### src/logic/ethSwitchPkg.sv
`default_nettype none

package ethSwitchPkg;

    // Info word pushed by the PHY receiver, one per packet
    typedef struct packed {
        logic        flush;       // Bad frame, drop without the host
        logic [6:0]  rsvd1;
        logic [7:0]  firstByte;   // First data byte, checked against the data FIFO
        logic [3:0]  rsvd0;
        logic [11:0] byteCount;   // Frame length in bytes
    } recvInfo_t;

    // Info word that closes a packet in the send FIFO
    typedef struct packed {
        logic        overflow;    // Send FIFO filled, packet is truncated
        logic [6:0]  rsvd;
        logic [7:0]  firstByte;   // Low byte of send word 0
        logic [15:0] byteCount;   // Response byte count from the host
    } sendInfo_t;

    typedef enum logic [2:0] {
        stIdle     = 3'd0,
        stRecvWait = 3'd1,        // recvRequest out, waiting for recvBusy
        stRecv     = 3'd2,
        stSendWait = 3'd3,        // sendRequest out, waiting for sendBusy
        stSend     = 3'd4
    } switchState_t;

    // FIFO sizes
    localparam int fifoDataDepth = 64;
    localparam int fifoInfoDepth = 4;

    // Debug window at 0x98..0x9f
    localparam logic [4:0]  dbgWindowBase = 5'h13;
    localparam logic [31:0] dbgSignature  = 32'h32474244;    // "DBG2" byte-swapped

    // Word indices inside a frame
    localparam logic [11:0] frameBeginWord = 12'd0;
    localparam logic [11:0] frameTypeWord  = 12'd6;          // Ethertype word

    // Single-cycle pulses toward the debug block
    typedef struct packed {
        logic pktValid;
        logic pktFlushed;
        logic pktSent;
        logic recvDone;           // Last word popped, valid or flushed
        logic sendDone;
    } switchEvents_t;

    // Level flags shown at debug quadlet 1
    typedef struct packed {
        logic curPortRecv;
        logic curPortSend;
        logic overflow;
        logic firstByteErr;
        logic ipv4;
    } switchStatus_t;

endpackage

`default_nettype wire

### src/logic/switchDebugRegs.sv
`timescale 1ns/1ps
`default_nettype none

module switchDebugRegs (
    input  wire                         clk,
    input  wire                         rst,
    input  ethSwitchPkg::switchEvents_t events,
    input  ethSwitchPkg::switchStatus_t status,
    input  wire [15:0]                  regRaddr,
    output logic [31:0]                 regRdata
);

    logic [15:0] timeNow;           // Cycles since the last receive began
    logic [15:0] timeReceive;
    logic [15:0] timeSend;
    logic [15:0] numValid;
    logic [7:0]  numFlushed;
    logic [7:0]  numSent;

    always_ff @(posedge clk) begin
        if (rst) begin
            timeNow     <= '0;
            timeReceive <= '0;
            timeSend    <= '0;
            numValid    <= '0;
            numFlushed  <= '0;
            numSent     <= '0;
        end else begin
            // Timer restarts with every packet taken from a port
            timeNow <= (events.pktValid | events.pktFlushed) ? 16'd0 : timeNow + 16'd1;
            if (events.recvDone)
                timeReceive <= timeNow;
            if (events.sendDone)
                timeSend <= timeNow;
            if (events.pktValid)
                numValid <= numValid + 16'd1;
            if (events.pktFlushed)
                numFlushed <= numFlushed + 8'd1;
            if (events.pktSent)
                numSent <= numSent + 8'd1;
        end
    end

    // ------------------------------
    // Register window, quadlets 0..7
    // ------------------------------
    always_comb begin
        regRdata = '0;
        if (regRaddr[7:3] == ethSwitchPkg::dbgWindowBase) begin
            case (regRaddr[2:0])
            3'd0:    regRdata = ethSwitchPkg::dbgSignature;
            3'd1:    regRdata = {status, {(32 - $bits(status)){1'b0}}};   // Flags at the top
            3'd3:    regRdata = {numSent, numFlushed, numValid};
            3'd5:    regRdata = {timeSend, timeReceive};
            default: regRdata = '0;
            endcase
        end
    end

endmodule

`default_nettype wire

### config.mk
export PLATFORM = sky130hd
export DESIGN_NAME = switchDebugRegs
export DESIGN_NICKNAME = d
export VERILOG_FILES = /design/src/logic/ethSwitchPkg.sv /design/src/logic/switchDebugRegs.sv
export SDC_FILE = /design/constraint.sdc
export NUM_CORES = 1
export LEC_CHECK = 0
export ABC_AREA = 0
export BUFFER_PORTS_ARGS = -buffer_cell sky130_fd_sc_hd__buf_2
export CAP_MARGIN = 20
export CELL_PAD_IN_SITES_DETAIL_PLACEMENT = 1
export CELL_PAD_IN_SITES_GLOBAL_PLACEMENT = 1
export CORE_ASPECT_RATIO = 0.5
export CORE_UTILIZATION = 42
export CTS_BUF_LIST = sky130_fd_sc_hd__clkbuf_16
export DETAILED_ROUTE_END_ITERATION = 7
export PLACE_DENSITY = 0.81
export RECOVER_POWER = 50
export SLEW_MARGIN = 20
export SYNTH_ARGS = -nofsm -noshare
export SYNTH_HDL_FRONTEND = slang
export SYNTH_SLANG_ARGS = --single-unit
### constraint.sdc
create_clock -name clk -period 2.2 [get_ports clk]
set_input_delay 0.33 -clock clk [delete_from_list [all_inputs] [get_ports clk]]
set_output_delay 0.33 -clock clk [all_outputs]
set_load 0.03 [all_outputs]
==> flow_metrics.py <==
metrics = {
    "sta": {
        "finalHoldViolCount": 0,
        "rsz0062_at_grt": "no",
        "slew_violations": 0,
        "finClkSkew_ns": 0.003704,
        "hold_ws_ns": 0.3351,
        "timing.final.crit_share_pct": 89.59,
        "fin_setup_tns_ns": 0,
        "clock.fmax_mhz": 507.3,
        "max_slew.worst_pin.slew_ns": 0.8992,
        "slew_headroom_pct": 40.06,
        "fin_crit_ns": 1.971,
        "setup_violations": 0,
        "layout_setup_ws_ns": 0.2289,
    },
    "critical_path": {
        "crit_path_top_delay_cell": "clkbuf_1",
        "start_kind": "primary input",
        "r2r_cells": 5,
        "cp-endpoint": "timeSend[2]",
        "critPathKind": "in -> reg",
        "path_cells": "clkbuf_1, clkbuf_1, buf_4, nor2_1",
        "worstSetupPathDepth": 4,
        "rr_endpoint": "numValid[15]",
        "crit_required_ns": 2.41,
        "critical_path_arrival_ns": 2.18,
        "critPathMaxFanout": 34,
        "path_delay_family": "buffers and inverters",
        "worstReg2RegStart": "numValid[0]",
        "reg2reg_slack_ns": 0.35,
        "slowest_delay_ns": 0.72,
        "crit_buf_inv": 3,
        "crit_top_cell": "clkbuf_1",
        "cp-startpoint": "rst",
        "crit_path_end_kind": "flip-flop",
    },
    "yosys": {
        "synth_top_family_by_area": "simple AND/OR/NAND/NOR gates",
        "syn_area_per_cell_um2": 8.353,
        "yosys.area_share.simple_pct": 23.73,
        "synth_area_leaders": "dfxtp_1 43%, nor2_1 11%, mux2i_1 10%",
        "synthMuxAreaShare_pct": 10.79,
        "synth_top_area_cell": "dfxtp_1",
        "synth_top_area_share_pct": 42.90,
        "synthAdderAreaFrac_pct": 1.340,
        "syn_inst": 447,
        "synth_area_um2": 3734,
        "synth_seq_cells": 80,
        "synth_compound_area_share_pct": 9.853,
        "synthXorXnorAreaFrac_pct": 7.507,
        "ys_types": 29,
        "yosys_warnings": 0,
        "seq_area_frac_synth_pct": 42.90,
        "synth_nets": 479,
    },
    "route": {
        "drt_wl_total_um": 11300,
        "drtIter0Drc": 195,
        "post-route-drc-count": 0,
        "post_drt_via_cell_ratio": 5.489,
        "antenna_left": 0,
        "firstDrtPassIters": 4,
        "wire_per_inst_um": 18.55,
        "num_vias": 3343,
    },
    "place": {
        "io_buffer_count": 51,
        "post-place-ws_ns": 0.2782,
        "dp_hpwl_um": 7877,
        "dpl_cell_area_um2": 4113,
        "dp_cells": 594,
        "place.gp.congestion": 0.8083,
    },
    "pwr": {
        "ir_drop_uv": 427.2,
        "powerDensity_nw_per_um2": 695.3,
        "cellLeakagePower_nw": 1.680,
        "p_total_mw": 3.038,
    },
    "die": {
        "dieArea_um2": 9293,
        "rows": 23,
        "ios": 60,
        "chipHeight_um": 68.67,
        "start_util_pct": 44.89,
        "die_w_um": 135.3,
        "core_um2": 8317,
    },
    "job": {
        "drv_cap": 0,
    },
    "cells_and_area": {
        "nets": 525,
        "final_cell_area_um2": 4369,
        "n_antenna_cell": 0,
        "final_cells": 609,
        "area_delta_synth_final_pct": 17.02,
        "fin_util_pct": 52.54,
        "drive_gt1_share_pct": 16.10,
    },
    "cts": {
        "cts.htree.levels": 3,
        "cts_buffer_depth": 2,
        "clkSinkCount": 80,
        "cts_buffers": 9,
        "cts_setup_buffers": 0,
        "clk-insertion-delay-late_ns": 0.34,
        "cts_tree": "built",
        "clockRootBuffer": "clkbuf_16",
        "path_clk_slew_ns": 0.06,
        "cts_resized": 0,
        "ctsHoldBuffers": 0,
    },
    "status": {
        "outcome": "completed",
    },
    "hold_path": {
        "min_path_type": "in -> reg",
        "holdPathStages": 3,
    },
    "global_routing": {
        "grt_max_degree": 35,
        "track_usage_pct": 26.18,
        "grt_pass1_vias": 3290,
        "antenna_found_initial": 0,
        "grt-ovfl-total": 0,
        "grt_first_pass_wirelength_um": 17840,
    },
}
[layout by cell type, fill, tap and decap left out, types with 2 or more instances in the layout]
cell type	n
clkbuf_16	9
or3_1	10
mux2i_1	38
nand4_1	13
a22oi_1	18
buf_2	50
o21ai_0	11
clkinv_4	2
and3_1	4
dfxtp_1	80
mux2_2	2
nor3_1	7
buf_4	9
or2_2	2
xor2_1	14
clkbuf_1	4
nand3_1	20
xnor2_1	18
inv_6	2
nor2_1	107
ha_1	4
nor2b_1	4
a22o_1	2
nor4_1	6
nand2_1	18
inv_1	5
a21oi_1	32
[logic make-up (layout without fill, tap and decap cells)]
group / Yosys count / in the layout
flip-flops: 80 / 80
buffers and inverters: 34 / 84
adder cells (fa/ha/maj): 4 / 4
AND/OR/NAND/NOR: 194 / 194
AO/OA/AOI/OAI: 63 / 63
multiplexers: 40 / 40
XOR/XNOR: 32 / 32
[layout make-up]
cell class / instances / area [um^2]
clock buffers: 9 / 225.2
clock inverters: 6 / 43.79
fillers: 1009 / 3948
inverters: 5 / 18.77
multi-input cells: 333 / 1987
flip-flops and latches: 80 / 1602
well taps: 112 / 140.1
repair buffers: 64 / 352.8
[worst min-delay path: stages]
cell     delay (ns)
buf_2          0.15
xnor2_1        0.08
nor2_1         0.07
[cell usage after synthesis]
master / count
a21oi_1: 32
buf_4: 1
a22oi_1: 18
a22o_1: 2
ha_1: 4
inv_1: 5
and4_1: 1
dfxtp_1: 80
buf_2: 5
o21ai_0: 11
or2_2: 2
nand3_1: 20
mux2_2: 2
buf_6: 1
nor4_1: 6
xnor2_1: 18
nor3_1: 7
nand4_1: 13
clkbuf_1: 20
mux2i_1: 38
xor2_1: 14
or3_2: 1
or3_1: 10
and3_1: 4
buf_1: 2
nor2b_1: 4
nand2_1: 18
nand4_4: 1
nor2_1: 107
[power breakdown]
part           internal, mW  switching, mW
sequential             1.46         0.0187
clock                 0.763          0.613
combinational        0.0675          0.113
total                  2.29          0.745
[metal layers]
metal / track usage (%) / up-vias / share of wire, %
met4: 8.567 / 0 / 1.4
met5: 0 / - / 0
li1: - / 1635 / -
met1: 35.59 / 1649 / 51
met2: 41.60 / 43 / 45
met3: 5.775 / 16 / 3.1
[how the worst min path moves through the flow]
stage,startpoint,to
floorplan,numSent[7],numSent[7]
global placement,timeReceive[2],timeReceive[2]
detailed placement,numSent[7],numSent[7]
CTS,events[2],numSent[0]
global route,events[2],numSent[0]
finish,events[2],numSent[0]
[registers in the layout, summed over array words and instances, names as in the netlist]
signal and flops:
numSent 8, timeNow 16, numFlushed 8, timeSend 16
timeReceive 16, numValid 16
(Power assumes the default switching activity.)
