--- config.mk ---
export PLATFORM = sky130hd
export DESIGN_NAME = portFifo
export DESIGN_NICKNAME = d
export VERILOG_FILES = /design/src/logic/portFifo.sv
export SDC_FILE = /design/constraint.sdc
export NUM_CORES = 1
export LEC_CHECK = 0
export ABC_AREA = 1
export BUFFER_PORTS_ARGS = -buffer_cell sky130_fd_sc_hd__clkbuf_2
export CAP_MARGIN = 15
export CELL_PAD_IN_SITES_DETAIL_PLACEMENT = 0
export CELL_PAD_IN_SITES_GLOBAL_PLACEMENT = 1
export CORE_UTILIZATION = 52
export CTS_CLUSTER_DIAMETER = 80
export DETAILED_ROUTE_END_ITERATION = 10
export HOLD_SLACK_MARGIN = 0.12
export PLACE_DENSITY = 0.84
export SETUP_SLACK_MARGIN = 0.15
export SLEW_MARGIN = 20
export SYNTH_ARGS = -nofsm -noshare
export SYNTH_HDL_FRONTEND = slang
export SYNTH_SLANG_ARGS = --single-unit
--- constraint.sdc ---
create_clock -name clk -period 3.4 [get_ports clk]
set_input_delay 0.34 -clock clk [delete_from_list [all_inputs] [get_ports clk]]
set_output_delay 0.34 -clock clk [all_outputs]
set_load 0.02 [all_outputs]
--- src/logic/portFifo.sv ---
`timescale 1ns/1ps
`default_nettype none

module portFifo #(
    parameter int width = 16,
    parameter int depth = 64              // Power of two
) (
    input  wire              clk,
    input  wire              rst,
    input  wire              wrEn,
    input  wire [width-1:0]  wrData,
    input  wire              rdEn,
    output logic [width-1:0] rdData,      // Head word, valid while not empty
    output logic             full,
    output logic             empty
);

    logic [width-1:0] mem [depth];

    // Extra top bit tells full from empty
    logic [$clog2(depth):0] wrPtr;
    logic [$clog2(depth):0] rdPtr;

    always_ff @(posedge clk) begin
        if (wrEn && !full)
            mem[wrPtr[$clog2(depth)-1:0]] <= wrData;
    end

    always_ff @(posedge clk) begin
        if (rst) begin
            wrPtr <= '0;
            rdPtr <= '0;
        end else begin
            if (wrEn && !full)
                wrPtr <= wrPtr + 1'b1;
            if (rdEn && !empty)
                rdPtr <= rdPtr + 1'b1;
        end
    end

    assign empty  = (wrPtr == rdPtr);
    assign full   = (wrPtr[$clog2(depth)] != rdPtr[$clog2(depth)])
                 && (wrPtr[$clog2(depth)-1:0] == rdPtr[$clog2(depth)-1:0]);
    assign rdData = mem[rdPtr[$clog2(depth)-1:0]];   // First word falls through

    // Callers honour the flags on both sides
    assert property (@(posedge clk) disable iff (rst)
        !(wrEn && full) && !(rdEn && empty));

endmodule

`default_nettype wire

==> summary.md, run 1 <==
| Metric | Value |
|---|---|
| Max Clock Freq | `305.7 MHz` |
| Cts bufs inserted | `104` |
| Cell-by-cell trace of the critical path | `inv_1 -> buf_4 -> nand3_1 -> nand3_1 -> nand2_1 -> clkbuf_2` |
| Hold violation total from the final report | `0` |
| Minimum hold slack | `0.1221 ns` |
| Top library cells by usage in the layout, fill and taps aside | `sky130_fd_sc_hd__nand2_1 (1323), sky130_fd_sc_hd__edfxtp_1 (1024), sky130_fd_sc_hd__nand3_1 (864)` |
| Layout-stage area growth over the synthesis result | `14.25%` |
| Shortest clock period the worst path allows after layout | `3.271 ns` |
| Data required time of the worst path | `3.06 ns` |
| I/O pin count | `38` |
| Critical-path top delay cell | `sky130_fd_sc_hd__inv_1` |
| Final HPWL DP | `63200 um` |
| Synth Warn # | `0` |
| Post-route DRC | `0` |
| First-iteration detailed-routing DRC count | `3895` |
| Post-layout instance count excluding filler cells | `4875` |
| Cell seen most often among critical-path stages | `sky130_fd_sc_hd__nand3_1` |
| Antenna-violating nets left | `0` |
| Post-Place Cells | `around 4600` |
| Clock tree root driver cell | `sky130_fd_sc_hd__clkbuf_16` |
| Number of buffers on the longest clock path | `3` |
| Actual transition at the worst max-transition pin | `approximately 1.1 ns` |
| Final critical-path setup slack | `0.1288 ns` |
| Standard-cell row count | `104` |
| Total detailed-routing wirelength | `117800 um` |
| Via count | `about 29000` |
| Worst-case clock skew | `0.04643 ns` |
| Synthesized net count | `3660` |
| DR WL/cell | `~24 um` |
| Headroom to the max-slew limit | `0.2408` |
| Critical path class | `flip-flop to output pin` |
| Filler cell count in the final layout | `around 6200` |
| First-pass GRT wire length | `170900 um` |
| Total routing resource utilization after global routing | `0.2811` |
| Number of diodes added for antenna fixing | `0` |
| Post-synthesis sequential area ratio | `0.7348` |
| Core region area | `approximately 81000 um2` |
| Clock latency of the later-clocked register in the worst-skew pair | `0.70 ns` |
| Clock tree from TritonCTS | `yes` |
| Via-to-Cell Ratio | `5.862` |
| Sink Count | `1044` |
| Power per cell area | `600.7 nW/um2` |
| Pleak | `17.58 nW` |
| Final-report setup violation count | `0` |
| Type of element launching the critical path | `flip-flop` |
| Max-slew violation count | `0` |
| Maximum capacitance violations | `0` |
| Share of the clock period used by the worst path after layout | `0.9621` |
| Endpoint arrival time on the critical path | `2.93 ns` |
| Overflow after GRT | `0` |
| Buffers & Inverters on Critical Path | `3` |
| Die Outline Area | `82670 um2` |
| Antenna violations before repair | `6` |
| Maximum number of pins on one net before global-route repair | `111` |
| Number of global-route vias before repair | `26210` |
| Count of TritonRoute iterations in the first routing pass | `6` |
| Hold WC Path Type | `primary input to flip-flop` |
| Port Buffer Count | `37` |
| Post-Synthesis Cell Area | `42390 um2` |
| Delay contributed by the slowest stage of the critical path | `0.59 ns` |
| # nets final | `3751` |
| Clock H-tree levels | `3` |
| Result of the run | `complete, no violations` |
| Maximum fanout encountered on the critical timing path | `17` |
| Avg Inst Size Synth | `about 12 um2` |
| Peak ir drop on the vdd network | `520.2 uV` |
| Clock transition at the register clock pins on the worst setup and hold paths after CTS | `0.06 ns` |
| Synthesized instance count | `3638` |
| Total negative slack for setup checks | `0 ns` |
| Pre-CTS WS | `0.6219 ns` |
| Height of the die | `287.5 um` |
| Initial cell density of the core | `0.5263` |
| Placer Congestion | `0.8612` |
| Total of flip-flops plus latches after synthesis | `1044` |
| Most frequent standard cell in the layout excluding fill and tap cells | `sky130_fd_sc_hd__nand2_1` |
| Unique masters post-synth | `27` |
| RSZ-0062 raised after global routing | `true` |
| Kind of capture point of the worst setup path | `output pin` |
| CP top delay family | `buffers and inverters` |
| Share of post-route cells with drive strength above 1 | `0.1056` |
| Die width | `287.5 um` |
[area by class of cell]
| cell class | instances | area, um2 | area share |
|---|---|---|---|
| Inverter | 26 | 147.6 | 0.003048 |
| Timing Repair Buffer | 210 | 2253 | 0.04652 |
| Clock buffer | 136 | 2784 | 0.05748 |
| Sequential cell | 1044 | 31160 | 0.6434 |
| Tap cell | 1060 | 1326 | 0.02738 |
| Timing Repair inverter | 2 | 20.02 | 0.0004133 |
| Clock inverter | 56 | 491.7 | 0.01015 |
| Multi-Input combinational cell | 2341 | 10250 | 0.2116 |
[what timing repair did]
item,4_1_cts,5_1_grt
pin swaps,0,2
gates resized for setup,23,33
setup endpoints to repair,16,16
hold buffers,4,0
endpoints found under the hold margin,12,0
gates cloned,7,10
buffers inserted,4,11
[path summary, 6_finish.rpt]
kind	slack (ns)	cells after the start	end	startpoint
worst max register to register	0.69	7	mem[47][8]	wrPtr[3]
worst min register to register	0.51	2	wrPtr[6]	wrPtr[6]
worst max-delay path	0.13	6	rdData[6]	flip-flop
worst min-delay path	0.12	2	mem[50][4]	wrData[4]
[stage by stage]
stage | power (mW) | util | cell area (um2)
floorplan | 16.61 | - | 42390
global placement | 17.88 | 0.5498 | 44290
detailed placement | 17.91 | 0.5498 | 44290
CTS | 28.88 | 0.5949 | 47920
global route | 29.98 | 0.6013 | 48440
finish | 29.09 | 0.6013 | 48440
[flip-flops by register name, indices dropped and copies added, names as in the netlist, named ones only]
name,flops
mem,1024
rdPtr,7
wrPtr,7
[kinds of logic (layout without fill, tap and decap cells)]
group	count (synthesis)	count (layout)	synth area share
AO/OA/AOI/OAI	14	14	0.001653
XOR/XNOR	13	13	0.002686
adder cells (fa/ha/maj)	2	2	0.0005902
buffers and inverters	253	430	0.02644
flip-flops	1044	1044	0.7348
AND/OR/NAND/NOR	2312	2312	0.2338
[cell usage after synthesis (all sizes together)]
cell type / instances / area share
inv: 26 / 0.0024
clkbuf: 66 / 0.0059
dfxtp: 20 / 0.0094
buf: 161 / 0.018
xnor2: 2 / 0.00041
ha: 2 / 0.00059
nand2: 1341 / 0.12
o21ai: 4 / 0.00047
xor2: 11 / 0.0023
nor2: 84 / 0.0077
a21oi: 10 / 0.0012
edfxtp: 1024 / 0.73
nor3: 1 / 0.00012
nor3b: 1 / 0.00018
nand3: 881 / 0.10
nand4: 4 / 0.0013
[report_power, final]
part / internal [mW] / switching (mW)
sequential: 14.2 / 0.0394
clock: 6.11 / 4.85
combinational: 1.19 / 2.73
[metal layers]
layer | track usage | part of all wire | vias to the layer above | routed length (um)
li1 | - | - | 12940 | -
met2 | 0.4289 | 0.46 | 1567 | 54250
met3 | 0.04350 | 0.11 | 184 | 12850
met1 | 0.4165 | 0.40 | 13890 | 47570
met5 | 0 | 0.00016 | - | 19
met4 | 0.08963 | 0.026 | 4 | 3072
(Power assumes the default switching activity.)
==> run 2, diff against run 1 <==
--- a/config.mk
+++ b/config.mk
@@ -5,16 +5,15 @@
 export SDC_FILE = /design/constraint.sdc
 export NUM_CORES = 1
 export LEC_CHECK = 0
-export ABC_AREA = 1
 export BUFFER_PORTS_ARGS = -buffer_cell sky130_fd_sc_hd__clkbuf_2
 export CAP_MARGIN = 15
 export CELL_PAD_IN_SITES_DETAIL_PLACEMENT = 0
 export CELL_PAD_IN_SITES_GLOBAL_PLACEMENT = 1
-export CORE_UTILIZATION = 52
+export CORE_UTILIZATION = 56
 export CTS_CLUSTER_DIAMETER = 80
 export DETAILED_ROUTE_END_ITERATION = 10
 export HOLD_SLACK_MARGIN = 0.12
-export PLACE_DENSITY = 0.84
+export PLACE_DENSITY = 0.83
 export SETUP_SLACK_MARGIN = 0.15
 export SLEW_MARGIN = 20
 export SYNTH_ARGS = -nofsm -noshare
==> run 2 against run 1 <==
Compared with the run above: critical path type unchanged; worst hold slack improved by 0.15 ns; sequential share of layout area rose by 2.6 points; critical path depth rose by 1; the flow now finishes with violations (setup timing); cell area fell by 3.9%.
==> summary.md, run 2 <==
| Metric | Value |
|---|---|
| Avg Inst Size Synth | `22.70 um2` |
| Total detailed-routing wirelength | `98320 um` |
| Post-Place Cells | `2771` |
| Pleak | `14.30 nW` |
| RSZ-0062 raised after global routing | `true` |
| Delay contributed by the slowest stage of the critical path | `0.53 ns` |
| Share of post-route cells with drive strength above 1 | `0.3374` |
| Height of the die | `269.9 um` |
| Core region area | `70510 um2` |
| Beginning of the worst register-to-register path | `wrPtr[1]` |
| Peak ir drop on the vdd network | `roughly 440 uV` |
| Main area contributors after synthesis | `sky130_fd_sc_hd__edfxtp_1 (77%), sky130_fd_sc_hd__mux4_2 (15%), sky130_fd_sc_hd__mux2i_1 (1.2%)` |
| Final HPWL DP | `53450 um` |
| Buffers & Inverters on Critical Path | `3` |
| Post-route DRC | `0` |
| Filler cell count in the final layout | `4240` |
| Standard-cell row count | `between 90 and 100` |
| Final critical-path setup slack | `-0.06216 ns` |
| Actual transition at the worst max-transition pin | `between 1 and 1.5 ns` |
| First-iteration detailed-routing DRC count | `2594` |
| Maximum fanout encountered on the critical timing path | `7` |
| Sink Count | `~1000` |
| First-pass GRT wire length | `140800 um` |
| Clock latency of the later-clocked register in the worst-skew pair | `0.65 ns` |
| Placer Congestion | `0.8171` |
| Kind of capture point of the worst setup path | `output pin` |
| Overflow after GRT | `0` |
| Post-Synthesis Cell Area | `about 40000 um2` |
| Top FF cell, synth | `sky130_fd_sc_hd__edfxtp_1` |
| Power consumption | `28.89 mW` |
| Number of global-route vias before repair | `20120` |
| I/O pin count | `38` |
| Synthesized instance count | `1770` |
| Cell-by-cell trace of the critical path | `buf_12 -> buf_16 -> mux4_2 -> mux4_2 -> o21ai_4 -> o31ai_4 -> clkbuf_2` |
| Most common cell in the synthesized netlist | `sky130_fd_sc_hd__edfxtp_1` |
| Maximum capacitance violations | `0` |
| Most instantiated cells after synthesis | `sky130_fd_sc_hd__edfxtp_1 (1024), sky130_fd_sc_hd__mux4_2 (270), sky130_fd_sc_hd__nor2_1 (78)` |
| Result of the run | `finished, violations left` |
| Top library cells by usage in the layout, fill and taps aside | `sky130_fd_sc_hd__edfxtp_1 (1024), sky130_fd_sc_hd__mux4_2 (270), sky130_fd_sc_hd__buf_4 (124)` |
| Most frequent standard cell in the layout excluding fill and tap cells | `sky130_fd_sc_hd__edfxtp_1` |
| Hold WC Path Type | `primary input to flip-flop` |
| Clock tree from TritonCTS | `yes` |
| Total negative slack for setup checks | `-0.2405 ns` |
| Type of element launching the critical path | `flip-flop` |
| Shortest clock period the worst path allows after layout | `between 3 and 4 ns` |
| Final-report setup violation count | `8` |
| Number of flip-flops in the largest register | `1024` |
| Headroom to the max-slew limit | `0.2721` |
| DR WL/cell | `32.89 um` |
| Pre-CTS WS | `~0.11 ns` |
| WHS Endpoint | `wrPtr[0]` |
| Clock tree root driver cell | `sky130_fd_sc_hd__clkbuf_16` |
| Cts bufs inserted | `100` |
| Total routing resource utilization after global routing | `0.2729` |
| Hold violation total from the final report | `0` |
| Cell seen most often among critical-path stages | `sky130_fd_sc_hd__mux4_2` |
| Via-to-Cell Ratio | `6.641` |
| Depth of the worst register-to-register path | `7` |
| Worst Min Path Start | `wrEn` |
| Worst-case clock skew | `0.01960 ns` |
| Most area-hungry cell type in the Yosys netlist | `sky130_fd_sc_hd__edfxtp_1` |
| Via count | `19850` |
| Antenna-violating nets left | `0` |
| Antenna violations before repair | `4` |
| Port Buffer Count | `37` |
| Number of cells on the worst hold path | `4` |
| Post-layout instance count excluding filler cells | `2989` |
| Max-slew violation count | `0` |
| Power per cell area | `620.9 nW/um2` |
| Share of the clock period used by the worst path after layout | `1.018` |
| Maximum number of pins on one net before global-route repair | `between 60 and 70` |
| Layout-stage area growth over the synthesis result | `15.79%` |
| CP top delay family | `multiplexers` |
| Number of buffers on the longest clock path | `3` |
| Total of flip-flops plus latches after synthesis | `1044` |
| Max Clock Freq | `~290 MHz` |
| Initial cell density of the core | `0.5698` |
| Fraction of registers with async set or reset after synthesis | `0` |
| # nets final | `1989` |
| Unique masters post-synth | `54` |
| Setup slack of the worst register-to-register path | `around 0.37 ns` |
| Synthesized net count | `1792` |
| Reg2Reg Capture Point | `mem[5][7]` |
| Count of TritonRoute iterations in the first routing pass | `6` |
| Clock transition at the register clock pins on the worst setup and hold paths after CTS | `0.06 ns` |
| Die width | `between 200 and 300 um` |
| Violated checks | `setup timing` |
| Clock H-tree levels | `3` |
| Die Outline Area | `72820 um2` |
| Synth Warn # | `0` |
| Critical-path top delay cell | `sky130_fd_sc_hd__mux4_2` |
| Post-synthesis sequential area ratio | `0.7753` |
| Number of enable flip-flop cells after synthesis | `1024` |
| Endpoint arrival time on the critical path | `3.12 ns` |
| Data required time of the worst path | `3.06 ns` |
| Critical path class | `flip-flop to output pin` |
| Share of Yosys cell area claimed by the top area cell type | `0.7653` |
## run 2: cell count changes after synthesis, moves of 28 or more
cell                       change
sky130_fd_sc_hd__buf_2        -90
sky130_fd_sc_hd__clkbuf_1     -39
sky130_fd_sc_hd__mux2i_1      +50
sky130_fd_sc_hd__mux4_2      +270
sky130_fd_sc_hd__nand2_1    -1320
sky130_fd_sc_hd__nand3_1     -875
sky130_fd_sc_hd__o221ai_1     +28
## run 2: metrics by stage
stage	cell area (um2)	utilization	hold slack, ns
finish	46520	0.6598	0.2695
global route	46520	0.6598	0.3087
CTS	46170	0.6547	0.2487
detailed placement	42070	0.5966	0.4794
global placement	42040	0.5963	0.4784
floorplan	40180	-	0.4091
## run 2: layout make-up
| cell class | count | area [um2] | area share |
|---|---|---|---|
| flip-flops and latches | 1044 | 31160 | 0.6698 |
| repair buffers | 199 | 2032 | 0.04367 |
| well taps | 940 | 1176 | 0.02528 |
| clock inverters | 54 | 508.0 | 0.01092 |
| inverters | 4 | 18.77 | 0.0004034 |
| multi-input cells | 618 | 8886 | 0.1910 |
| diodes | 1 | 2.502 | 0.00005379 |
| clock buffers | 129 | 2738 | 0.05884 |
## run 2: metal layers
| metal | GRT usage | share of wire |
|---|---|---|
| met1 | 0.3721 | 0.37 |
| met4 | 0.09659 | 0.030 |
| met5 | 0 | 0.00027 |
| met2 | 0.4310 | 0.49 |
| met3 | 0.07183 | 0.11 |
## run 2: worst max-delay path by stage
stage                  to  cells past startpoint
6_report        rdData[7]                      7
5_1_grt         rdData[6]                      7
4_1_cts        rdData[15]                      8
3_5_place_dp    rdData[7]                      8
3_3_place_gp    rdData[7]                      8
2_1_floorplan  mem[56][0]                      8
## run 2: worst register-to-register path, delay by kind of cell, from the launching register on
kind            cells  cell delay (ns)
buf+inv             2             0.60
simple gates        3             1.12
xor+xnor            1             0.15
compound gates      1             0.25
flops               1             0.55
## run 2: report_power, final
group          internal (mW)  switching [mW]  leakage (nW)
Sequential              14.2          0.0378          9.38
Clock                   6.42            4.66          1.60
Combinational           1.84            1.75          3.32
## run 2: cell families (layout without fill, tap and decap cells)
| kind of cell | Yosys count | count (layout) | synth area share |
|---|---|---|---|
| adder cells (fa/ha/maj) | 2 | 2 | 0.0006227 |
| flip-flops | 1044 | 1044 | 0.7753 |
| XOR/XNOR | 13 | 13 | 0.002834 |
| multiplexers | 323 | 323 | 0.1646 |
| AO/OA/AOI/OAI | 133 | 133 | 0.02339 |
| other | 0 | 1 | 0 |
| AND/OR/NAND/NOR | 147 | 147 | 0.01794 |
| buffers and inverters | 108 | 386 | 0.01529 |
## run 2: timing repair
item / 4_1_cts / 5_1_grt
gates cloned: 9 / 3
endpoints found under the hold margin: 14 / 0
endpoints found under the setup margin: 16 / 16
pin swaps: 9 / 5
hold buffers: 3 / 0
gates resized for setup: 92 / 47
setup buffers: 9 / 10
