File: src/logic/ethSwitchPkg.sv
`default_nettype none

package ethSwitchPkg;

    // Info word pushed by the PHY receiver, one per packet
    typedef struct packed {
        logic        flush;       // Bad frame, drop without the host
        logic [6:0]  rsvd1;
        logic [7:0]  firstByte;   // First data byte, checked against the data FIFO
        logic [3:0]  rsvd0;
        logic [11:0] byteCount;   // Frame length in bytes
    } recvInfo_t;

    // Info word that closes a packet in the send FIFO
    typedef struct packed {
        logic        overflow;    // Send FIFO filled, packet is truncated
        logic [6:0]  rsvd;
        logic [7:0]  firstByte;   // Low byte of send word 0
        logic [15:0] byteCount;   // Response byte count from the host
    } sendInfo_t;

    typedef enum logic [2:0] {
        stIdle     = 3'd0,
        stRecvWait = 3'd1,        // recvRequest out, waiting for recvBusy
        stRecv     = 3'd2,
        stSendWait = 3'd3,        // sendRequest out, waiting for sendBusy
        stSend     = 3'd4
    } switchState_t;

    // FIFO sizes
    localparam int fifoDataDepth = 64;
    localparam int fifoInfoDepth = 4;

    // Debug window at 0x98..0x9f
    localparam logic [4:0]  dbgWindowBase = 5'h13;
    localparam logic [31:0] dbgSignature  = 32'h32474244;    // "DBG2" byte-swapped

    // Word indices inside a frame
    localparam logic [11:0] frameBeginWord = 12'd0;
    localparam logic [11:0] frameTypeWord  = 12'd6;          // Ethertype word

    // Single-cycle pulses toward the debug block
    typedef struct packed {
        logic pktValid;
        logic pktFlushed;
        logic pktSent;
        logic recvDone;           // Last word popped, valid or flushed
        logic sendDone;
    } switchEvents_t;

    // Level flags shown at debug quadlet 1
    typedef struct packed {
        logic curPortRecv;
        logic curPortSend;
        logic overflow;
        logic firstByteErr;
        logic ipv4;
    } switchStatus_t;

endpackage

`default_nettype wire

File: src/logic/ethPortSwitch.sv
`timescale 1ns/1ps
`default_nettype none

module ethPortSwitch (
    input  wire              clk,
    input  wire              rst,
    input  wire [1:0]        portUp,
    // Receive FIFOs of both ports
    input  wire [1:0]        rxEmpty,
    input  wire [1:0]        rxInfoEmpty,
    input  wire [1:0][15:0]  rxWordIn,
    input  ethSwitchPkg::recvInfo_t [1:0] rxInfoIn,
    output logic [1:0]       rxRdEn,
    output logic [1:0]       rxInfoRdEn,
    // Send FIFOs of both ports
    input  wire [1:0]        txFull,
    input  wire [1:0]        txInfoFull,
    output logic [1:0]       txWrEn,
    output logic [1:0]       txInfoWrEn,
    output logic [15:0]      txWordOut,
    output ethSwitchPkg::sendInfo_t txInfoOut,
    // Host side
    input  wire              sendReq,
    input  wire              recvBusy,
    input  wire              sendBusy,
    input  wire [15:0]       sendWord,
    input  wire              responseRequired,
    input  wire [15:0]       responseByteCount,
    output logic             recvRequest,
    output logic             recvReady,
    output logic [15:0]      recvWord,
    output logic             sendRequest,
    output logic             sendReady,
    output logic             isForward,
    output ethSwitchPkg::switchEvents_t events,
    output ethSwitchPkg::switchStatus_t status
);

    ethSwitchPkg::switchState_t state;
    ethSwitchPkg::recvInfo_t    curInfo;

    logic        curPortRecv;
    logic        curPortSend;       // Follows curPortRecv
    logic [3:0]  strobe;            // One-hot word phase, rotates each cycle
    logic [11:0] wordCnt;           // Words done in the current packet
    logic [11:0] lastWord;          // Index of the final receive word
    logic        curPacketValid;
    logic [7:0]  recvFirstByte;
    logic [7:0]  sendFirstByte;
    logic        firstByteErr;
    logic        sendOverflow;
    logic        sendIpv4;

    logic forwardGo;
    logic takePacket;
    logic otherReady;
    logic stepWord;
    logic sendValid;

    assign curInfo = rxInfoIn[curPortRecv];

    // Idle decisions, in priority order
    assign forwardGo  = portUp[curPortSend] & sendReq & ~txFull[curPortSend];
    assign takePacket = (state == ethSwitchPkg::stIdle) & ~forwardGo
                      & portUp[curPortRecv] & ~rxInfoEmpty[curPortRecv];
    assign otherReady = portUp[~curPortRecv] & ~rxInfoEmpty[~curPortRecv];

    // A flush pops every cycle, a delivery once per phase
    assign stepWord  = (state == ethSwitchPkg::stRecv) & (curPacketValid ? strobe[2] : 1'b1);
    assign sendValid = (state == ethSwitchPkg::stSend) & sendBusy & strobe[1];

    assign recvReady = (state == ethSwitchPkg::stRecv) & curPacketValid & strobe[0];
    assign sendReady = (state == ethSwitchPkg::stSend) & sendBusy & strobe[0];
    assign recvWord  = rxWordIn[curPortRecv];
    assign txWordOut = {sendWord[7:0], sendWord[15:8]};   // Byte swap toward the PHY

    always_comb begin
        rxRdEn     = '0;
        rxInfoRdEn = '0;
        txWrEn     = '0;
        rxRdEn[curPortRecv]     = stepWord;
        rxInfoRdEn[curPortRecv] = takePacket;
        // Stop writing for good once the FIFO has filled
        txWrEn[curPortSend] = sendValid & ~txFull[curPortSend] & ~sendOverflow;
    end

    assign status = '{curPortRecv: curPortRecv, curPortSend: curPortSend,
                      overflow: sendOverflow, firstByteErr: firstByteErr, ipv4: sendIpv4};

    // ------------------------------
    // Switch FSM
    // ------------------------------
    always_ff @(posedge clk) begin
        events     <= '0;               // Pulses only
        txInfoWrEn <= '0;
        if (rst) begin
            state          <= ethSwitchPkg::stIdle;
            curPortRecv    <= 1'b0;
            curPortSend    <= 1'b0;
            recvRequest    <= 1'b0;
            sendRequest    <= 1'b0;
            isForward      <= 1'b0;
            strobe         <= '0;
            wordCnt        <= '0;
            curPacketValid <= 1'b0;
            firstByteErr   <= 1'b0;
            sendOverflow   <= 1'b0;
            sendIpv4       <= 1'b0;
        end else begin
            case (state)
            ethSwitchPkg::stIdle: begin
                wordCnt   <= '0;
                isForward <= 1'b0;
                if (forwardGo) begin                  // Host-initiated forward
                    isForward   <= 1'b1;
                    sendRequest <= 1'b1;
                    state       <= ethSwitchPkg::stSendWait;
                end else if (takePacket) begin
                    lastWord          <= ((curInfo.byteCount + 12'd1) >> 1) - 12'd1;
                    recvFirstByte     <= curInfo.firstByte;
                    curPacketValid    <= ~curInfo.flush;
                    recvRequest       <= ~curInfo.flush;   // Host sees valid packets only
                    strobe            <= 4'b0001;
                    events.pktValid   <= ~curInfo.flush;
                    events.pktFlushed <= curInfo.flush;
                    state <= curInfo.flush ? ethSwitchPkg::stRecv : ethSwitchPkg::stRecvWait;
                end else if (otherReady) begin
                    curPortRecv <= ~curPortRecv;
                    curPortSend <= ~curPortRecv;
                end
            end

            ethSwitchPkg::stRecvWait: begin
                if (recvBusy) begin
                    recvRequest <= 1'b0;
                    state       <= ethSwitchPkg::stRecv;   // strobe already on recvReady
                end
            end

            ethSwitchPkg::stRecv: begin
                if (curPacketValid)
                    strobe <= {strobe[2:0], strobe[3]};
                // Word 0 must agree with the info word
                if (strobe[1] && wordCnt == ethSwitchPkg::frameBeginWord)
                    firstByteErr <= rxEmpty[curPortRecv] | (recvWord[15:8] != recvFirstByte);
                if (stepWord) begin
                    if (wordCnt == lastWord) begin
                        sendRequest     <= curPacketValid & responseRequired;
                        events.recvDone <= 1'b1;
                        state <= (curPacketValid & responseRequired) ?
                                 ethSwitchPkg::stSendWait : ethSwitchPkg::stIdle;
                    end else begin
                        wordCnt <= wordCnt + 12'd1;
                    end
                end
            end

            ethSwitchPkg::stSendWait: begin
                if (sendBusy) begin
                    sendRequest  <= 1'b0;
                    sendOverflow <= 1'b0;
                    strobe       <= 4'b0001;
                    wordCnt      <= '0;
                    state        <= ethSwitchPkg::stSend;
                end
            end

            ethSwitchPkg::stSend: begin
                if (sendBusy) begin
                    strobe <= {strobe[2:0], strobe[3]};
                    if (strobe[1]) begin                 // Host word valid now
                        if (txFull[curPortSend])
                            sendOverflow <= 1'b1;
                        if (wordCnt == ethSwitchPkg::frameBeginWord)
                            sendFirstByte <= sendWord[7:0];
                        if (wordCnt == ethSwitchPkg::frameTypeWord)
                            sendIpv4 <= (sendWord == 16'h0008);   // 0x0800 swapped
                    end
                    if (strobe[2])
                        wordCnt <= wordCnt + 12'd1;
                end else begin
                    // Host ended the packet, close it with the info word
                    txInfoOut <= '{overflow: sendOverflow, rsvd: 7'd0,
                                   firstByte: sendFirstByte, byteCount: responseByteCount};
                    txInfoWrEn[curPortSend] <= ~txInfoFull[curPortSend];
                    events.pktSent  <= 1'b1;
                    events.sendDone <= 1'b1;
                    state <= ethSwitchPkg::stIdle;
                end
            end

            default: state <= ethSwitchPkg::stIdle;
            endcase
        end
    end

    // Host never sees a receive and a send request at once
    assert property (@(posedge clk) disable iff (rst) !(recvRequest && sendRequest));

    // A word pop always finds data, the PHY writes data before info
    assert property (@(posedge clk) disable iff (rst) !(|(rxRdEn & rxEmpty)));

endmodule

`default_nettype wire

File: config.mk
export PLATFORM = sky130hd
export DESIGN_NAME = ethPortSwitch
export DESIGN_NICKNAME = d
export VERILOG_FILES = /design/src/logic/ethSwitchPkg.sv /design/src/logic/ethPortSwitch.sv
export SDC_FILE = /design/constraint.sdc
export NUM_CORES = 1
export LEC_CHECK = 0
export BUFFER_PORTS_ARGS = -buffer_cell sky130_fd_sc_hd__clkbuf_2
export CAP_MARGIN = 15
export CORE_UTILIZATION = 43
export DETAILED_ROUTE_END_ITERATION = 6
export PLACE_DENSITY = 0.79
export SKIP_LAST_GASP = 1
export SLEW_MARGIN = 20
export SYNTH_ARGS = -nofsm -noshare
export SYNTH_HDL_FRONTEND = slang
export SYNTH_SLANG_ARGS = --single-unit
File: constraint.sdc
create_clock -name clk -period 3.4 [get_ports clk]
set_input_delay 0.68 -clock clk [delete_from_list [all_inputs] [get_ports clk]]
set_output_delay 0.68 -clock clk [all_outputs]
set_load 0.05 [all_outputs]
==> impl_metrics.json, run 1 <==
{
  "hp-class": "reg2reg",
  "holdBufCountCts": 0,
  "clockRootBuffer": "clkbuf_16",
  "vias": 4179,
  "whs_ps": 419,
  "area_delta_synth_final_pct": 24.4,
  "tritoncts": "done",
  "synth_flop_cell": "edfxtp_1",
  "dpl_cell_area_um2": 5800,
  "ff2ff_setup_slack_ps": 560,
  "rsz0062_at_grt": "no",
  "clk_pin_slew_worst_paths_ps": 60,
  "grt-ovfl-total": 0,
  "yosys.cell_count.top_type": "edfxtp_1",
  "async_reset_ff_share_pct": 0,
  "setup_viol": 0,
  "endpoint": "rxInfoRdEn[1]",
  "period_needed_ps": 2950,
  "clk_path_buf_depth": 2,
  "synthDistinctLibCells": 64,
  "syn_area_um2": 4900,
  "path_max_fanout": 16,
  "fin_util_pct": 55.5,
  "status": "completed",
  "r2r-start": "curPortSend",
  "finalNetCount": 783,
  "grt_pass1_wl_um": 19100,
  "crit_path_start_kind": "flop",
  "synth-edff-count": 53,
  "cts_max_level": 3,
  "drt_iter0_drc": 144,
  "routed_via_density": 5.36,
  "avgSynthCellArea_um2": 10.7,
  "gp_congestion": 0.929,
  "synth_cells": 459,
  "pre_cts_slack_ps": 443,
  "die_w_um": 109,
  "slew_violations": 0,
  "irDropWorstVdd_mv": 0.307,
  "skew_ps": 8.15,
  "wl_per_cell_um": 15.7,
  "io_buffers": 201,
  "instances_no_fill": 779,
  "startpoint": "curPortSend",
  "hpwl_um": 9790,
  "ys_ff_latch": 86,
  "grt_start_max_net_pins": 26,
  "period_share_pct": 86.7,
  "wl_um": 12300,
  "worst_slew_pin_slew_ps": 552,
  "yosysTopAreaCell": "edfxtp_1",
  "grt_pass1_vias": 4024,
  "ys_seq_area_share_pct": 46.0,
  "die_area_um2": 11800,
  "cts_buffers": 9,
  "cts_sinks": 86,
  "synth_area_leaders": "edfxtp_1 32%, dfxtp_1 13%, mux2_2 7.6%, xor2_1 4.6%, buf_4 4.4%",
  "cp-end-kind": "output pin",
  "r2r_end": "lastWord[9]",
  "core_um2": 11000,
  "total_power_mw": 3.12,
  "firstDrtPassIters": 4,
  "tns_ps": 0,
  "drv_cap": 0,
  "power_density_nw_per_um2": 512,
  "diodes": 0,
  "p_leak_nw": 2.60,
  "ant_nets": 0,
  "die_h_um": 109,
  "finalInstanceArea_um2": 6090,
  "yosysWarnings": 0,
  "critPathRequiredTime_ps": 2720,
  "gr-usage-all-layers_pct": 21.3,
  "finalHoldViolations": 0,
  "drcViolationCount": 0,
  "fmax_ghz": 0.339,
  "drive_gt1_share_pct": 41.2,
  "start_util_pct": 44.6,
  "cts_resized": 0,
  "rows": 38,
  "r2r_cells": 7,
  "critPathKind": "reg2out",
  "synth_common_cells": "53 x edfxtp_1, 33 x dfxtp_1, 33 x mux2_2, 30 x nor2_1, 29 x buf_4",
  "placedCellCount": 763,
  "antenna_found_initial": 0,
  "yosys.area.top_type_share_pct": 32.5,
  "cts_setup_buffers": 0,
  "worstPathArrival_ps": 2270,
  "clk-insertion-delay-late_ps": 340,
  "slew_headroom_pct": 63.2,
  "io_pins": 231,
  "fin_ws_ps": 451
}
-- placed cells by master (no fill, tap or decap), types with 6 or more instances in the layout --
| master | synthesis | final |
|---|---|---|
| a21oi_1 | 16 | 16 |
| and3_1 | 8 | 8 |
| buf_4 | 29 | 7 |
| clkbuf_16 | 0 | 9 |
| clkbuf_2 | 1 | 201 |
| conb_1 | 1 | 7 |
| dfxtp_1 | 33 | 32 |
| edfxtp_1 | 53 | 53 |
| inv_1 | 12 | 12 |
| mux2_2 | 33 | 33 |
| mux2i_1 | 14 | 14 |
| nand2_1 | 15 | 15 |
| nand2b_1 | 6 | 6 |
| nand3_1 | 11 | 11 |
| nand4_1 | 10 | 10 |
| nor2_1 | 30 | 30 |
| nor3_1 | 17 | 17 |
| nor4_1 | 12 | 12 |
| o21ai_0 | 13 | 13 |
| xnor2_1 | 17 | 17 |
| xor2_1 | 26 | 26 |
-- report_power, final --
group / internal (mW) / switching (mW) / total (mW)
sequential: 1.17 / 0.0631 / 1.23
clock: 0.568 / 0.398 / 0.966
combinational: 0.323 / 0.598 / 0.921
total: 2.06 / 1.06 / 3.12
-- kinds of logic (layout without fill, tap and decap cells) --
kind of cell,after synthesis,in the layout,share of synthesized area [%]
simple gates,146,146,17.0
xor+xnor,43,43,7.69
compound gates,68,68,9.30
buf+inv,63,237,8.20
mux,47,47,10.4
fa+ha+maj,5,5,1.28
flops,86,86,46.0
other cells,1,7,0.0766
-- critical path, cell delays in order (launching register included) --
cell and delay (ps):
dfxtp_2 540, inv_2 140, mux2i_1 360, nand3_2 280, nor2_1 280, clkbuf_2 330
-- state kept, by name, indices dropped and copies added (netlist names), 2 cells and up --
signal         cells
txInfoOut         25
wordCnt           12
recvFirstByte      8
lastWord          12
state              3
sendFirstByte      8
txInfoWrEn         2
strobe             4
events             4
-- metal layers --
metal | part of all wire, % | vias to the layer above | global-route usage [%] | wire, µm
met2 | 50 | 234 | 38.7 | 6120
met1 | 40 | 1892 | 22.9 | 4860
li1 | - | 2018 | - | -
met4 | 3.6 | 0 | 11.7 | 439
met5 | 0 | - | 0 | 0
met3 | 6.9 | 35 | 4.78 | 841
-- worst min-delay path by stage --
| stage | startpoint | end | slack (ps) | cells after the start |
|---|---|---|---|---|
| after floorplan | sendFirstByte[0] | txInfoOut[16] | 400 | 0 |
| after global placement | sendFirstByte[4] | txInfoOut[20] | 400 | 0 |
| after detailed placement | sendFirstByte[3] | txInfoOut[19] | 400 | 0 |
| after CTS | sendFirstByte[3] | txInfoOut[19] | 420 | 0 |
| after global routing | sendFirstByte[0] | txInfoOut[16] | 430 | 0 |
| final | sendFirstByte[5] | txInfoOut[21] | 420 | 0 |
-- final cells by class --
| type | instances | area (µm²) |
|---|---|---|
| flip-flops and latches | 86 | 2250 |
| clock inverters | 6 | 62.6 |
| clock buffers | 10 | 229 |
| well taps | 140 | 175 |
| fillers | 983 | 4890 |
| repair buffers | 208 | 1060 |
| multi-input cells | 316 | 2270 |
| inverters | 13 | 48.8 |
No activity file was read; power rests on OpenSTA's default activity.
==> run 2, diff against run 1 <==
CORE_UTILIZATION = 51   (was 43)
PLACE_DENSITY = not set   (was 0.79)
PLACE_DENSITY_LB_ADDON = 0.1   (was not set)
clock period = 3.7 ns   (was 3.4 ns; I/O delays follow)
==> run 2 against run 1 <==
Register-to-register slack better by 360 ps. Final cell count is 1.7% lower. Core utilization is 8.9 points higher. Total power is 16% lower. Cell area is 1.9% lower. Clock power is 31% lower. Sequential power is 8% lower. Critical path type unchanged. Largest power group unchanged. Highest routed layer unchanged.
==> impl_metrics.json, run 2 (synthesized netlist as in run 1, its figures left out) <==
{
  "clk_path_buf_depth": 2,
  "critPathBufInv": 3,
  "area_delta_synth_final_pct": 22.1,
  "die_h_um": 100,
  "wl_um": 10200,
  "crit_slowest_cell": "dfxtp_2",
  "grt_pass1_vias": 3562,
  "finalNetCount": 781,
  "holdBufCountCts": 0,
  "firstDrtPassIters": 4,
  "tns_ps": 0,
  "skew_ps": 16.5,
  "cts_resized": 0,
  "cts_setup_buffers": 0,
  "start_util_pct": 52.7,
  "period_needed_ps": 3000,
  "hp-class": "reg2reg",
  "hpwl_um": 8070,
  "largest_reg_flops": 25,
  "cts_buffers": 9,
  "path_cells": "buf_4, buf_4, mux2_2, clkbuf_2",
  "drt_iter0_drc": 146,
  "drive_gt1_share_pct": 41.3,
  "finalInstanceArea_um2": 5980,
  "clk-insertion-delay-late_ps": 350,
  "ant_nets": 0,
  "final_common_cell": "clkbuf_2",
  "period_share_pct": 81.0,
  "rows": 35,
  "cts_max_level": 3,
  "grt_start_max_net_pins": 26,
  "drv_cap": 0,
  "grt_pass1_wl_um": 15900,
  "core_um2": 9280,
  "worst_slew_pin_slew_ps": 926,
  "power_density_nw_per_um2": 436,
  "routed_via_density": 5.23,
  "grt-ovfl-total": 0,
  "total_power_mw": 2.61,
  "clockRootBuffer": "clkbuf_8",
  "antenna_found_initial": 0,
  "cp-end-kind": "output pin",
  "vias": 4008,
  "regMostFlops": "txInfoOut",
  "worstPathArrival_ps": 2260,
  "critPathRequiredTime_ps": 2960,
  "status": "completed",
  "instances_no_fill": 766,
  "r2r_cells": 8,
  "fin_ws_ps": 704,
  "pre_cts_slack_ps": 745,
  "slew_violations": 0,
  "rsz0062_at_grt": "no",
  "path_max_fanout": 25,
  "finalHoldViolations": 0,
  "critPathKind": "reg2out",
  "gr-usage-all-layers_pct": 20.1,
  "cp_num_cells": 4,
  "slew_headroom_pct": 38.2,
  "cpMostUsedCell": "buf_4",
  "cp_top_family": "buffers and inverters",
  "cts_sinks": 86,
  "tritoncts": "done",
  "max_stage_delay_ps": 570,
  "placedCellCount": 750,
  "fin_util_pct": 64.4,
  "p_leak_nw": 2.54,
  "die_w_um": 100,
  "irDropWorstVdd_mv": 0.237,
  "diodes": 0,
  "gp_congestion": 0.912,
  "die_area_um2": 10000,
  "crit_path_start_kind": "flop",
  "whs_ps": 411,
  "hold_path_depth": 0,
  "dpl_cell_area_um2": 5780,
  "reg.largest.list": "txInfoOut x25, lastWord x12, wordCnt x12",
  "wl_per_cell_um": 13.3,
  "drcViolationCount": 0,
  "fmax_ghz": 0.334,
  "final_cell_mix": "201 x clkbuf_2, 53 x edfxtp_1, 33 x mux2_2",
  "io_pins": 231,
  "setup_viol": 0,
  "clk_pin_slew_worst_paths_ps": 90,
  "io_buffers": 201
}
-- run 2: area by class of cell --
cell class,instances,area (µm²)
repair buffers,206,1040
inverters,13,48.8
well taps,129,161
multi-input cells,316,2270
flip-flops and latches,86,2250
clock buffers,9,124
fillers,788,3300
clock inverters,7,80.1
-- run 2: final timing paths --
| path | from | end | slack [ps] |
|---|---|---|---|
| max | curPortSend | recvWord[10] | 700 |
| max reg2reg | curPortSend | lastWord[9] | 920 |
| min reg2reg | sendFirstByte[1] | txInfoOut[17] | 410 |
| min | sendFirstByte[1] | txInfoOut[17] | 410 |
-- run 2: where the power goes --
group / switching (mW) / leakage (nW) / internal, mW / total, mW
logic: 0.525 / 1.69 / 0.288 / 0.813
clock network: 0.346 / 0.0983 / 0.321 / 0.667
registers: 0.0548 / 0.749 / 1.07 / 1.13
-- run 2: per-layer routing --
metal / vias to the layer above / share of wire [%] / GRT usage [%]
li1: 2006 / - / -
met1: 1845 / 44 / 25.5
met2: 145 / 48 / 35.0
met3: 12 / 5.7 / 3.27
met4: 0 / 1.4 / 6.47
met5: - / 0 / 0
-- run 2: worst reg2reg max path, cell delays in order (launching register included) --
cell and delay [ps]:
dfxtp_2 570, mux2_2 400, ha_1 300, a31o_2 230
a21oi_1 180, a22o_1 180, nand3_1 230, or4_1 460
o221ai_1 80
==> run 3, diff against run 2 <==
CORE_UTILIZATION = 43   (was 51)
clock period = 2.6 ns   (was 3.7 ns; I/O delays follow)
==> run 3 against run 2 <==
Die area rose by 18%. Register-to-register slack got worse by 710 ps. Worst setup slack worse by 580 ps. Combinational power up 56%. Critical path depth grew 2. Sequential share of layout area fell by 1.9 points. Non-clock buffer count up 14. First-iteration DRC count rose by 31%. Clock power up 77%. Final cell count up 3.3%. Critical path type unchanged. Critical endpoint is now rxInfoRdEn[1]. Largest power group unchanged.
==> impl_metrics.json, run 3 (synthesized netlist as in run 1, its figures left out) <==
{
  "fin_util_pct": 57.4,
  "drive_gt1_share_pct": 43.8,
  "drt_iter0_drc": 191,
  "hold_path_end": "txInfoWrEn[1]",
  "gp_congestion": 0.882,
  "p_leak_nw": 2.68,
  "r2r_end": "lastWord[9]",
  "ant_nets": 0,
  "critPathRequiredTime_ps": 2080,
  "diodes": 0,
  "start_util_pct": 44.6,
  "reg.largest.list": "txInfoOut x25, lastWord x12, wordCnt x12",
  "ff2ff_setup_slack_ps": 210,
  "cp-end-kind": "output pin",
  "die_w_um": 109,
  "power_density_nw_per_um2": 644,
  "path_max_fanout": 20,
  "slew_violations": 0,
  "critPathKind": "reg2out",
  "rows": 38,
  "clk-insertion-delay-late_ps": 330,
  "gr-usage-all-layers_pct": 20.3,
  "drv_cap": 0,
  "clockRootBuffer": "clkbuf_16",
  "vias": 4105,
  "grt_start_max_net_pins": 26,
  "grt-ovfl-total": 0,
  "fill_cells": 994,
  "finalNetCount": 795,
  "largest_reg_flops": 25,
  "die_area_um2": 11800,
  "routed_via_density": 5.19,
  "antenna_found_initial": 0,
  "wl_per_cell_um": 14.7,
  "period_share_pct": 95.3,
  "crit_path_start_kind": "flop",
  "tns_ps": 0,
  "placedCellCount": 774,
  "hpwl_um": 9180,
  "clk_path_buf_depth": 2,
  "worstPathArrival_ps": 1960,
  "period_needed_ps": 2480,
  "fmax_ghz": 0.404,
  "final_common_cell": "clkbuf_2",
  "firstDrtPassIters": 4,
  "slew_headroom_pct": 66.4,
  "skew_ps": 9.73,
  "regMostFlops": "txInfoOut",
  "io_buffers": 201,
  "r2r-start": "curPortSend",
  "instances_no_fill": 791,
  "cts_buffers": 9,
  "final_cell_mix": "199 x clkbuf_2, 53 x edfxtp_1, 32 x dfxtp_1",
  "finalHoldViolations": 0,
  "irDropWorstVdd_mv": 0.312,
  "clk_pin_slew_worst_paths_ps": 70,
  "cts_sinks": 86,
  "hp-class": "in2reg",
  "drcViolationCount": 0,
  "rsz0062_at_grt": "no",
  "min-delay-start": "txInfoFull[1]",
  "tritoncts": "done",
  "hold_path_depth": 2,
  "r2r_cells": 8,
  "grt_pass1_wl_um": 18500,
  "io_pins": 231,
  "worst_slew_pin_slew_ps": 500,
  "die_h_um": 109,
  "holdBufCountCts": 0,
  "grt_pass1_vias": 3789,
  "wl_um": 11600,
  "setup_viol": 0,
  "cts_max_level": 3,
  "area_delta_synth_final_pct": 28.7,
  "status": "completed",
  "core_um2": 11000
}
## run 3: changes by cell type in the layout (fill, tap and decap cells not counted), moves of 3 or more
| cell | previous run | this run |
|---|---|---|
| buf_4 | 5 | 16 |
| clkbuf_16 | 0 | 9 |
| clkbuf_8 | 9 | 0 |
| o21ai_0 | 13 | 10 |
| buf_12 | 0 | 3 |
## run 3: repair_timing
item,in CTS,in global routing
gates cloned,1,0
endpoints found under the setup margin,2,3
resized for setup,2,2
setup buffers,0,0
## run 3: worst max-delay path by stage
stage	from	end	slack, ps	cells past startpoint
2_1_floorplan	curPortSend	lastWord[9]	-390	15
3_3_place_gp	rxInfoIn[1]	lastWord[9]	110	9
3_5_place_dp	rxInfoIn[1]	lastWord[9]	40	9
4_1_cts	curPortSend	rxInfoRdEn[1]	60	6
5_1_grt	state[1]	recvReady	10	5
6_report	curPortSend	rxInfoRdEn[1]	120	6
## run 3: layout make-up
cell class / instances / area, µm² / area share [%]
multi-input cells: 316 / 2330 / 37.0
flip-flops and latches: 86 / 2260 / 35.8
repair buffers: 220 / 1220 / 19.3
clock buffers: 10 / 229 / 3.63
well taps: 140 / 175 / 2.78
inverters: 13 / 48.8 / 0.774
clock inverters: 6 / 46.3 / 0.734
## run 3: critical path, cell delays in order (launching register included)
cell and delay, ps:
dfxtp_4 400, buf_12 170, inv_2 120, mux2i_2 320, nand3_2 220, nor2_1 230, buf_12 170
## run 3: where the power goes
part | internal [mW] | switching (mW)
registers | 1.53 | 0.0772
logic | 0.488 | 0.787
clock network | 0.654 | 0.527
## run 3: metrics by stage
step / hold slack, ps / total power, mW / cell area (µm²) / worst slack (ps)
final: 357 / 4.06 / 6300 / 123
after global routing: 345 / 4.28 / 6300 / 11.5
after CTS: 352 / 4.10 / 6300 / 56.4
after detailed placement: 406 / 2.89 / 5980 / 36.4
after global placement: 402 / 2.88 / 5980 / 106
after floorplan: 400 / 2.59 / 5010 / -392
## run 3: layer usage
layer | part of all wire, % | wire length [µm] | global-route usage (%) | vias to the layer above
li1 | - | - | - | 2034
met1 | 43 | 5030 | 24.7 | 1892
met2 | 49 | 5670 | 35.6 | 164
met3 | 6.2 | 724 | 3.71 | 15
met4 | 1.6 | 180 | 7.43 | 0
met5 | 0 | 0 | 0 | -
